[src/cpuControlPkg.sv]
`default_nettype none

package cpuControlPkg;

    localparam int InstrWidthDefault = 32; // one word on the single bus
    localparam int OpcodeWidth = 5;        // opcode field in the top bits
    localparam int StepWidth = 3;          // longest class has 5 execute steps

    typedef logic [OpcodeWidth-1:0] opcodeT; // raw opcode field
    typedef logic [StepWidth-1:0] stepT;     // execute step, first one is 0

    typedef enum logic [2:0] {
        phaseReset,  // pc cleared, run raised
        phaseFetch0, // pc to mar, pc incremented
        phaseFetch1, // memory read into mdr
        phaseFetch2, // mdr to ir, opcode valid
        phaseExec,   // class specific steps
        phaseHalt    // parked until reset
    } phaseT;

    typedef enum logic [3:0] {
        classAluReg,   // ra = rb op rc
        classAluImm,   // ra = rb op c
        classDivide,   // z pair to hi and lo
        classMultiply, // low half back to ra
        classUnary,    // neg and not
        classBranch,   // conditional, uses con flag
        classJumpReg,  // pc = ra
        classJumpLink, // save pc, then pc = ra
        classLoad,     // ld and ldi
        classStore,
        classMoveHi,
        classMoveLo,
        classHalt,
        classNone      // unknown opcode
    } instrClassT;

    typedef enum logic [3:0] {
        aluNone,
        aluAdd,
        aluSub,
        aluAnd,
        aluOr,
        aluRor,
        aluRol,
        aluShr,
        aluShra, // sign-filling shift
        aluShl,
        aluDiv,
        aluMul,
        aluNeg,
        aluNot
    } aluOpT;

    // memory
    localparam opcodeT opLd   = 5'b00000;
    localparam opcodeT opLdi  = 5'b00001;
    localparam opcodeT opSt   = 5'b00010;
    // register-register alu
    localparam opcodeT opAdd  = 5'b00011;
    localparam opcodeT opSub  = 5'b00100;
    localparam opcodeT opAnd  = 5'b00101;
    localparam opcodeT opOr   = 5'b00110;
    localparam opcodeT opRor  = 5'b00111;
    localparam opcodeT opRol  = 5'b01000;
    localparam opcodeT opShr  = 5'b01001;
    localparam opcodeT opShra = 5'b01010;
    localparam opcodeT opShl  = 5'b01011;
    // immediate alu
    localparam opcodeT opAddi = 5'b01100;
    localparam opcodeT opAndi = 5'b01101;
    localparam opcodeT opOri  = 5'b01110;
    // hi/lo producers and unary ops
    localparam opcodeT opDiv  = 5'b01111;
    localparam opcodeT opMul  = 5'b10000;
    localparam opcodeT opNeg  = 5'b10001;
    localparam opcodeT opNot  = 5'b10010;
    // control flow
    localparam opcodeT opBr   = 5'b10011;
    localparam opcodeT opJal  = 5'b10100;
    localparam opcodeT opJr   = 5'b10101;
    localparam opcodeT opMflo = 5'b11000;
    localparam opcodeT opMfhi = 5'b11001;
    localparam opcodeT opHalt = 5'b11011;

endpackage

`default_nettype wire

[src/opcodeDecoder.sv]
`timescale 1ns/100ps
`default_nettype none

module opcodeDecoder import cpuControlPkg::*; #(
    parameter int InstrWidth = InstrWidthDefault
) (
    input  wire logic [InstrWidth-1:0] instruction, // word from mdr during fetch2
    output instrClassT                 instrClass,
    output aluOpT                      decodedAluOp
);

    opcodeT opcode;

    assign opcode = instruction[InstrWidth-1 -: OpcodeWidth]; // top bits only

    // class picks the step pattern
    always_comb begin
        case (opcode)
            opAdd, opSub, opAnd, opOr,
            opRor, opRol, opShr, opShra, opShl:
                instrClass = classAluReg;
            opAddi, opAndi, opOri:
                instrClass = classAluImm;
            opDiv:
                instrClass = classDivide;
            opMul:
                instrClass = classMultiply;
            opNeg, opNot:
                instrClass = classUnary;
            opBr:
                instrClass = classBranch;
            opJr:
                instrClass = classJumpReg;
            opJal:
                instrClass = classJumpLink;
            opLd, opLdi:
                instrClass = classLoad;  // same address path for both
            opSt:
                instrClass = classStore;
            opMfhi:
                instrClass = classMoveHi;
            opMflo:
                instrClass = classMoveLo;
            opHalt:
                instrClass = classHalt;
            default:
                instrClass = classNone;  // back to fetch, no execute
        endcase
    end

    // operation for the computing step
    always_comb begin
        case (opcode)
            opAdd, opAddi,
            opLd, opLdi, opSt, opBr:
                decodedAluOp = aluAdd;   // address calc is base plus constant
            opSub:          decodedAluOp = aluSub;
            opAnd, opAndi:  decodedAluOp = aluAnd;
            opOr, opOri:    decodedAluOp = aluOr;
            opRor:          decodedAluOp = aluRor;
            opRol:          decodedAluOp = aluRol;
            opShr:          decodedAluOp = aluShr;
            opShra:         decodedAluOp = aluShra;
            opShl:          decodedAluOp = aluShl;
            opDiv:          decodedAluOp = aluDiv;
            opMul:          decodedAluOp = aluMul;
            opNeg:          decodedAluOp = aluNeg;
            opNot:          decodedAluOp = aluNot;
            default:        decodedAluOp = aluNone; // moves, jumps, halt
        endcase
    end

endmodule

`default_nettype wire

[src/stepSequencer.sv]
`timescale 1ns/100ps
`default_nettype none

module stepSequencer import cpuControlPkg::*; (
    input  wire logic       Clock,
    input  wire logic       Reset,
    input  wire instrClassT instrClass,   // decoder output, valid in fetch2
    input  wire aluOpT      decodedAluOp,
    output phaseT           phase,
    output stepT            step,
    output instrClassT      activeClass,  // held through execute
    output aluOpT           activeAluOp
);

    phaseT phaseNext;
    stepT  stepNext;
    stepT  lastStep;

    // index of the final execute step per class
    function automatic stepT lastStepOf(input instrClassT cls);
        case (cls)
            classAluReg, classAluImm,
            classMultiply, classUnary:
                lastStepOf = stepT'(2);  // 3 steps
            classDivide:
                lastStepOf = stepT'(3);  // extra step for hi and lo
            classBranch, classLoad, classStore:
                lastStepOf = stepT'(4);  // 5 steps
            classJumpLink:
                lastStepOf = stepT'(1);
            default:
                lastStepOf = stepT'(0);  // jr, mfhi, mflo
        endcase
    endfunction

    assign lastStep = lastStepOf(activeClass);

    always_comb begin
        phaseNext = phase;
        stepNext = '0;                        // step only counts inside exec
        case (phase)
            phaseReset:  phaseNext = phaseFetch0;
            phaseFetch0: phaseNext = phaseFetch1;
            phaseFetch1: phaseNext = phaseFetch2;
            phaseFetch2: begin
                case (instrClass)             // fresh decode, not yet latched
                    classHalt: phaseNext = phaseHalt;
                    classNone: phaseNext = phaseFetch0; // skip unknown opcode
                    default:   phaseNext = phaseExec;
                endcase
            end
            phaseExec: begin
                if (step == lastStep) begin
                    phaseNext = phaseFetch0;  // straight to next fetch
                end else begin
                    stepNext = step + stepT'(1);
                end
            end
            phaseHalt:   phaseNext = phaseHalt; // only reset leaves
            default:     phaseNext = phaseReset;
        endcase
    end

    always_ff @(posedge Clock or posedge Reset) begin
        if (Reset) begin
            phase <= phaseReset;
            step <= '0;
        end else begin
            phase <= phaseNext;
            step <= stepNext;
        end
    end

    // decode captured at the edge that ends fetch2
    always_ff @(posedge Clock) begin
        if (phase == phaseFetch2) begin
            activeClass <= instrClass;
            activeAluOp <= decodedAluOp;
        end
    end

endmodule

`default_nettype wire

[src/controlWordGen.sv]
`timescale 1ns/100ps
`default_nettype none

module controlWordGen import cpuControlPkg::*; (
    input  wire phaseT      phase,
    input  wire stepT       step,
    input  wire instrClassT activeClass,
    input  wire aluOpT      activeAluOp,
    input  wire logic       conFlag,      // branch condition from datapath
    output logic            gra, grb, grc, rIn, rOut,
    output logic            run, clear, incPc,
    output logic            read, write,
    output logic            marIn, mdrIn, mdrOut, irIn,
    output logic            pcIn, pcOut, yIn, zIn,
    output logic            zHighIn, zLowIn, zHighOut, zLowOut,
    output logic            hiIn, loIn, hiOut, loOut,
    output logic            conIn, cOut,
    output aluOpT           aluOp
);

    always_comb begin
        {gra, grb, grc, rIn, rOut} = '0;
        {clear, incPc, read, write} = '0;
        {marIn, mdrIn, mdrOut, irIn} = '0;
        {pcIn, pcOut, yIn, zIn} = '0;
        {zHighIn, zLowIn, zHighOut, zLowOut} = '0;
        {hiIn, loIn, hiOut, loOut} = '0;
        {conIn, cOut} = '0;
        aluOp = aluNone;
        run = (phase != phaseHalt);           // drops only when halted

        case (phase)
            phaseReset: begin
                pcIn = 1'b1;                  // pc loads zero
                clear = 1'b1;
            end
            phaseFetch0: begin
                pcOut = 1'b1;
                marIn = 1'b1;                 // address of next instruction
                incPc = 1'b1;
            end
            phaseFetch1: begin
                read = 1'b1;
                mdrIn = 1'b1;
            end
            phaseFetch2: begin
                mdrOut = 1'b1;
                irIn = 1'b1;                  // instruction into ir
            end
            phaseExec: begin
                case (activeClass)
                    classAluReg, classAluImm, classDivide, classMultiply, classUnary: begin
                        case (step)
                            3'd0: begin
                                grb = 1'b1;   // rb into y
                                rOut = 1'b1;
                                yIn = 1'b1;
                            end
                            3'd1: begin
                                aluOp = activeAluOp; // compute step
                                if (activeClass == classAluImm) begin
                                    cOut = 1'b1;   // constant as second operand
                                end else if (activeClass != classUnary) begin
                                    grc = 1'b1;
                                    rOut = 1'b1;
                                end
                                if (activeClass == classDivide ||
                                    activeClass == classMultiply) begin
                                    zHighIn = 1'b1; // 64-bit result
                                    zLowIn = 1'b1;
                                end else begin
                                    zIn = 1'b1;
                                end
                            end
                            3'd2: begin
                                if (activeClass == classDivide) begin
                                    zHighOut = 1'b1; // remainder to hi
                                    hiIn = 1'b1;
                                end else begin
                                    zLowOut = 1'b1;  // result to ra
                                    gra = 1'b1;
                                    rIn = 1'b1;
                                end
                            end
                            3'd3: begin
                                zLowOut = 1'b1;      // quotient to lo
                                loIn = 1'b1;
                            end
                            default: ;
                        endcase
                    end
                    classBranch: begin
                        case (step)
                            3'd0: begin
                                gra = 1'b1;   // ra tested by con logic
                                rOut = 1'b1;
                                conIn = 1'b1;
                            end
                            3'd1: begin
                                pcOut = 1'b1;
                                yIn = 1'b1;
                            end
                            3'd2: begin
                                cOut = 1'b1;  // target = pc plus offset
                                aluOp = activeAluOp;
                                zIn = 1'b1;
                            end
                            3'd3: begin
                                zLowOut = conFlag;
                                incPc = !conFlag; // not taken
                            end
                            3'd4: pcIn = conFlag; // taken loads target
                            default: ;
                        endcase
                    end
                    classLoad, classStore: begin
                        case (step)
                            3'd0: begin
                                grb = 1'b1;   // base register
                                rOut = 1'b1;
                                yIn = 1'b1;
                            end
                            3'd1: begin
                                cOut = 1'b1;
                                aluOp = activeAluOp;
                                zIn = 1'b1;
                            end
                            3'd2: begin
                                zLowOut = 1'b1; // effective address
                                marIn = 1'b1;
                            end
                            3'd3: begin
                                mdrIn = 1'b1;
                                if (activeClass == classLoad) begin
                                    read = 1'b1;
                                end else begin
                                    gra = 1'b1; // store data from ra
                                    rOut = 1'b1;
                                end
                            end
                            3'd4: begin
                                if (activeClass == classLoad) begin
                                    mdrOut = 1'b1;
                                    gra = 1'b1;
                                    rIn = 1'b1;
                                end else begin
                                    write = 1'b1;
                                end
                            end
                            default: ;
                        endcase
                    end
                    classJumpReg: begin
                        gra = 1'b1;
                        rOut = 1'b1;
                        pcIn = 1'b1;
                    end
                    classJumpLink: begin
                        if (step == 3'd0) begin
                            pcOut = 1'b1;     // return address into link reg
                            grb = 1'b1;
                            rIn = 1'b1;
                        end else begin
                            gra = 1'b1;
                            rOut = 1'b1;
                            pcIn = 1'b1;
                        end
                    end
                    classMoveHi: begin
                        hiOut = 1'b1;
                        gra = 1'b1;
                        rIn = 1'b1;
                    end
                    classMoveLo: begin
                        loOut = 1'b1;
                        gra = 1'b1;
                        rIn = 1'b1;
                    end
                    default: ;
                endcase
            end
            default: ;                        // halt drives nothing
        endcase
    end

endmodule

`default_nettype wire

[src/controlUnit.sv]
`timescale 1ns/100ps
`default_nettype none

module controlUnit import cpuControlPkg::*; #(
    parameter int InstrWidth = InstrWidthDefault
) (
    input  wire logic                  Clock,
    input  wire logic                  Reset,
    input  wire logic [InstrWidth-1:0] instruction, // ir contents from datapath
    input  wire logic                  conFlag,
    output logic                       gra, grb, grc, rIn, rOut,
    output logic                       run, clear, incPc,
    output logic                       read, write,
    output logic                       marIn, mdrIn, mdrOut, irIn,
    output logic                       pcIn, pcOut, yIn, zIn,
    output logic                       zHighIn, zLowIn, zHighOut, zLowOut,
    output logic                       hiIn, loIn, hiOut, loOut,
    output logic                       conIn, cOut,
    output aluOpT                      aluOp
);

    instrClassT instrClass;
    instrClassT activeClass;
    aluOpT      decodedAluOp;
    aluOpT      activeAluOp;
    phaseT      phase;
    stepT       step;

    opcodeDecoder #(
        .InstrWidth(InstrWidth)
    ) u_opcodeDecoder (
        .instruction(instruction),
        .instrClass(instrClass),
        .decodedAluOp(decodedAluOp)
    );

    stepSequencer u_stepSequencer (
        .Clock(Clock),
        .Reset(Reset),
        .instrClass(instrClass),
        .decodedAluOp(decodedAluOp),
        .phase(phase),
        .step(step),
        .activeClass(activeClass),
        .activeAluOp(activeAluOp)
    );

    controlWordGen u_controlWordGen (
        .phase(phase), .step(step), .activeClass(activeClass),
        .activeAluOp(activeAluOp), .conFlag(conFlag),
        .gra(gra), .grb(grb), .grc(grc), .rIn(rIn), .rOut(rOut),
        .run(run), .clear(clear), .incPc(incPc), .read(read), .write(write),
        .marIn(marIn), .mdrIn(mdrIn), .mdrOut(mdrOut), .irIn(irIn),
        .pcIn(pcIn), .pcOut(pcOut), .yIn(yIn), .zIn(zIn),
        .zHighIn(zHighIn), .zLowIn(zLowIn), .zHighOut(zHighOut), .zLowOut(zLowOut),
        .hiIn(hiIn), .loIn(loIn), .hiOut(hiOut), .loOut(loOut),
        .conIn(conIn), .cOut(cOut), .aluOp(aluOp)
    );

endmodule

`default_nettype wire

[config.mk]
export PLATFORM = sky130hd
export DESIGN_NAME = controlUnit
export DESIGN_NICKNAME = d
export VERILOG_FILES = /design/src/cpuControlPkg.sv /design/src/opcodeDecoder.sv /design/src/stepSequencer.sv /design/src/controlWordGen.sv /design/src/controlUnit.sv
export SDC_FILE = /design/constraint.sdc
export NUM_CORES = 1
export LEC_CHECK = 0
export BUFFER_PORTS_ARGS = -buffer_cell sky130_fd_sc_hd__buf_2
export CELL_PAD_IN_SITES_DETAIL_PLACEMENT = 1
export CELL_PAD_IN_SITES_GLOBAL_PLACEMENT = 2
export CORE_MARGIN = 10
export CORE_UTILIZATION = 29
export DETAILED_ROUTE_END_ITERATION = 10
export PLACE_DENSITY = 0.84
export SETUP_SLACK_MARGIN = 0.1
export SLEW_MARGIN = 5
export SYNTH_ARGS = -nofsm -noshare
export SYNTH_HDL_FRONTEND = slang
export SYNTH_SLANG_ARGS = --single-unit
[constraint.sdc]
create_clock -name Clock -period 3.9 [get_ports Clock]
set_input_delay 0.975 -clock Clock [delete_from_list [all_inputs] [get_ports Clock]]
set_output_delay 0.975 -clock Clock [all_outputs]
set_load 0.02 [all_outputs]
==> key figures <==
Yosys
  • Cell types occupying the most area after synthesis: sky130_fd_sc_hd__edfxtp_1 (13%), sky130_fd_sc_hd__dfrtp_1 (8.4%), sky130_fd_sc_hd__ha_1 (8.4%)
  • Post-synthesis cell type with the largest combined area: sky130_fd_sc_hd__edfxtp_1
  • Number of warnings issued by yosys: 0
  • Synth cell count leaders: sky130_fd_sc_hd__nor2_1 (23), sky130_fd_sc_hd__nand2_1 (17), sky130_fd_sc_hd__a21oi_1 (13), sky130_fd_sc_hd__ha_1 (12), sky130_fd_sc_hd__inv_1 (12)
  • Async S/R FF share, synth: 0.353
  • Synth Net Count: 271
  • Mean area per synthesized cell: 7.95 um^2
  • Sequential element share of the synthesized area: 0.253
  • FF+latch count, synth: 17
  • Most used flip-flop cell after synthesis: sky130_fd_sc_hd__edfxtp_1
  • EDFF count, synth: 8
  • Most frequent cell after synthesis: sky130_fd_sc_hd__nor2_1
  • Post-synthesis instance area: 1780 um^2
  • Synth Instances: 224
  • Yosys top cell area share: 0.135
  • Number of library cell types mapped by synthesis: 49

CTS
  • Cts hold-fix bufs: 0
  • Number of buffers on the longest clock path: 2
  • Number of post-CTS setup repair buffers: 0
  • Number of H-tree levels: 1
  • Root buffer selected by CTS: sky130_fd_sc_hd__clkbuf_8
  • Clock network latency to the later pin of the worst-skew pair: 0.25 ns
  • TritonCTS clock tree: built
  • Post_cts resized: 0
  • Number of buffers created by CTS: 3
  • Clock-pin slew on the worst setup and hold paths: 0.06 ns
  • Number of clock sinks: 17

Worst setup path
  • Maximum fanout along the worst path: 19
  • Depth of the worst register-to-register path: 5
  • Crit Path Category: reg2out
  • Endpoint of the lowest-slack register-to-register path: u_stepSequencer.lastStep[2]
  • Data required time of the critical path: 2.92 ns
  • FF-to-FF Start: u_stepSequencer.phase[2]
  • Crit path capture type: output port
  • WP data arrival: 2.28 ns
  • Worst-case register-to-register setup slack: 1.83 ns
  • CP Launch Type: flip-flop

Die
  • Effective utilization at floorplan: 0.299
  • Area inside the core boundary: 5960 um^2
  • # rows: 28
  • Width of the die: 98.4 um
  • Chip height: 98.4 um
  • Die Area: 9670 um^2
  • I/O pin cnt: 67

Cells and area
  • Area added between synthesis and finish: 12.6%
  • Share of layout cells above drive strength 1: 0.201
  • Nets: 297
  • # diodes: 0

GRT
  • Global-route total usage across every layer: 0.102
  • Vias in the first global route: 1728
  • Pin count of the biggest net entering global routing: 20
  • Wire length of the first global-routing pass: 8520 um
  • GRT Residual Overflow: 0
  • Antenna violations before repair: 0

Detailed routing
  • Via count of the routed design: 1675
  • First DRT Iteration DRCs: 145
  • Residual DRC count: 0
  • Antenna-violating nets left: 0
  • Routed wire length: 5160 um
  • Drt via density: 5.17
  • Detail-routed net length per standard cell: 15.9 um
  • Number of iterations in the first detailed-routing pass: 4

Run
  • Max-capacitance violation count: 0

Power
  • Power density over the cells: 180 nW/um^2
  • Static leakage power: 0.883 nW
  • Final total power: 0.360 mW
  • Maximum vdd ir drop: 0.0000882 V

STA
  • Max-slew headroom: 0.578
  • Period utilisation layout: 0.834
  • Final count of hold timing violations: 0
  • FMAX: 0.308 GHz
  • Number of slew-limit violations in the final report: 0
  • Maximum clock skew at final layout: 0.00257 ns
  • Post-layout min period: 3.25 ns
  • RSZ-0062 raised after global routing: no
  • TNS Setup: 0 ns
  • Worst-Margin Slew: 0.633 ns
  • Endpoints failing setup: 0

Status
  • Outcome: finished clean

Placed design
  • HPWL Detailed: 3980 um
  • IO buf count: 39
  • Global placement routability congestion: 0.829

Hold path
  • Worst min-delay path endpoint: u_stepSequencer.step[0]
  • Hold Crit Depth: 1
  • Tightest Hold Check Type: reg2reg
  • Launch instance of the worst min-delay path: u_stepSequencer.step[0]
-- per-layer routing --
layer | vias up | part of all wire | track usage
li1 | 844 | - | -
met1 | 804 | 0.48 | 0.126
met2 | 23 | 0.47 | 0.173
met3 | 4 | 0.037 | 0.0162
met4 | 0 | 0.011 | 0.0331
met5 | - | 0 | 0
-- layout by cell type (no fill, tap or decap), types with 2 or more instances in the layout --
| cell type | netlist | routed |
|---|---|---|
| sky130_fd_sc_hd__nor3_1 | 4 | 4 |
| sky130_fd_sc_hd__mux2i_1 | 5 | 5 |
| sky130_fd_sc_hd__o22ai_1 | 2 | 2 |
| sky130_fd_sc_hd__a31oi_1 | 5 | 5 |
| sky130_fd_sc_hd__o32ai_1 | 3 | 3 |
| sky130_fd_sc_hd__nand2_1 | 17 | 17 |
| sky130_fd_sc_hd__nor2_1 | 23 | 23 |
| sky130_fd_sc_hd__dfrtp_1 | 6 | 6 |
| sky130_fd_sc_hd__nor2b_1 | 4 | 4 |
| sky130_fd_sc_hd__nor3_2 | 2 | 2 |
| sky130_fd_sc_hd__o31a_1 | 2 | 2 |
| sky130_fd_sc_hd__nor4_1 | 2 | 2 |
| sky130_fd_sc_hd__nor3b_1 | 3 | 3 |
| sky130_fd_sc_hd__and2_1 | 10 | 10 |
| sky130_fd_sc_hd__dfxtp_1 | 3 | 3 |
| sky130_fd_sc_hd__edfxtp_1 | 8 | 8 |
| sky130_fd_sc_hd__buf_2 | 10 | 39 |
| sky130_fd_sc_hd__o211ai_1 | 5 | 5 |
| sky130_fd_sc_hd__inv_1 | 12 | 12 |
| sky130_fd_sc_hd__o22a_1 | 2 | 2 |
| sky130_fd_sc_hd__a22oi_1 | 3 | 3 |
| sky130_fd_sc_hd__nand3_1 | 8 | 8 |
| sky130_fd_sc_hd__a21oi_1 | 13 | 13 |
| sky130_fd_sc_hd__ha_1 | 12 | 12 |
| sky130_fd_sc_hd__o21ai_0 | 9 | 9 |
| sky130_fd_sc_hd__and3_1 | 4 | 4 |
| sky130_fd_sc_hd__nand2b_1 | 9 | 9 |
| sky130_fd_sc_hd__a221oi_1 | 2 | 2 |
| sky130_fd_sc_hd__o21a_1 | 5 | 5 |
| sky130_fd_sc_hd__xnor2_1 | 7 | 7 |
| sky130_fd_sc_hd__clkbuf_8 | 0 | 3 |
-- worst max path at each step --
stage / startpoint / endpoint / slack (ns) / depth (start not counted)
2_1_floorplan: u_stepSequencer.step[1] / gra / 1.04 / 7
3_3_place_gp: u_stepSequencer.activeClass[0] / zIn / 0.91 / 6
3_5_place_dp: u_stepSequencer.activeClass[0] / aluOp[2] / 0.89 / 6
4_1_cts: u_stepSequencer.activeClass[1] / aluOp[2] / 0.62 / 6
5_1_grt: u_stepSequencer.activeClass[0] / zIn / 0.35 / 6
6_report: u_stepSequencer.activeClass[1] / zIn / 0.65 / 6
-- critical path, cell delays in order (launching register included) --
cell and delay, ns:
sky130_fd_sc_hd__edfxtp_1 0.66, sky130_fd_sc_hd__nand2b_1 0.33, sky130_fd_sc_hd__nor2_1 0.34, sky130_fd_sc_hd__a22oi_1 0.12, sky130_fd_sc_hd__nor2_1 0.23, sky130_fd_sc_hd__and2_1 0.18, sky130_fd_sc_hd__buf_2 0.16
-- per-stage QoR --
stage          hold WS [ns]  worst slack [ns]  cells   util  area, um^2
3_5_place_dp          0.551             0.890    320  0.329        1960
2_1_floorplan         0.491              1.04    224      -        1780
6_report              0.547             0.649    324  0.337        2000
4_1_cts               0.560             0.616    324  0.337        2000
3_3_place_gp          0.534             0.909    320  0.329        1960
5_1_grt               0.590             0.354    324  0.337        2000
-- logic make-up (layout without fill, tap and decap cells) --
family | count (synthesis) | in the layout | share of synthesized area
AOI/OAI and AO/OA | 59 | 59 | 0.226
muxes | 6 | 6 | 0.0365
buffers and inverters | 30 | 55 | 0.0871
xor gates and xnor gates | 7 | 7 | 0.0344
adders and majority gates | 12 | 12 | 0.0843
DFF | 17 | 17 | 0.253
and+or+nand+nor | 93 | 93 | 0.278
-- power by group --
group          switching, mW  leakage [nW]  internal (mW)  total [mW]
Sequential                 0         0.175          0.188       0.188
Combinational         0.0278         0.685         0.0167      0.0445
Clock                 0.0550        0.0228         0.0723       0.127
Total                 0.0828         0.883          0.277       0.360
-- flip-flops by register name, summed over array words and instances, names as in the netlist --
| register | count |
|---|---|
| u_stepSequencer.step | 3 |
| u_stepSequencer.phase | 3 |
| u_stepSequencer.lastStep | 3 |
| u_stepSequencer.activeAluOp | 4 |
| u_stepSequencer.activeClass | 4 |
-- final cells by class --
| cell class | instances | area, um^2 |
|---|---|---|
| fill | 752 | 3950 |
| multi-input combinational | 177 | 1170 |
| sequential | 17 | 450 |
| timing repair buffer | 39 | 195 |
| tap | 75 | 93.8 |
| clock buffer | 4 | 45.0 |
| inverter | 12 | 45.0 |
Note: power is estimated with default switching activity, not from simulation.
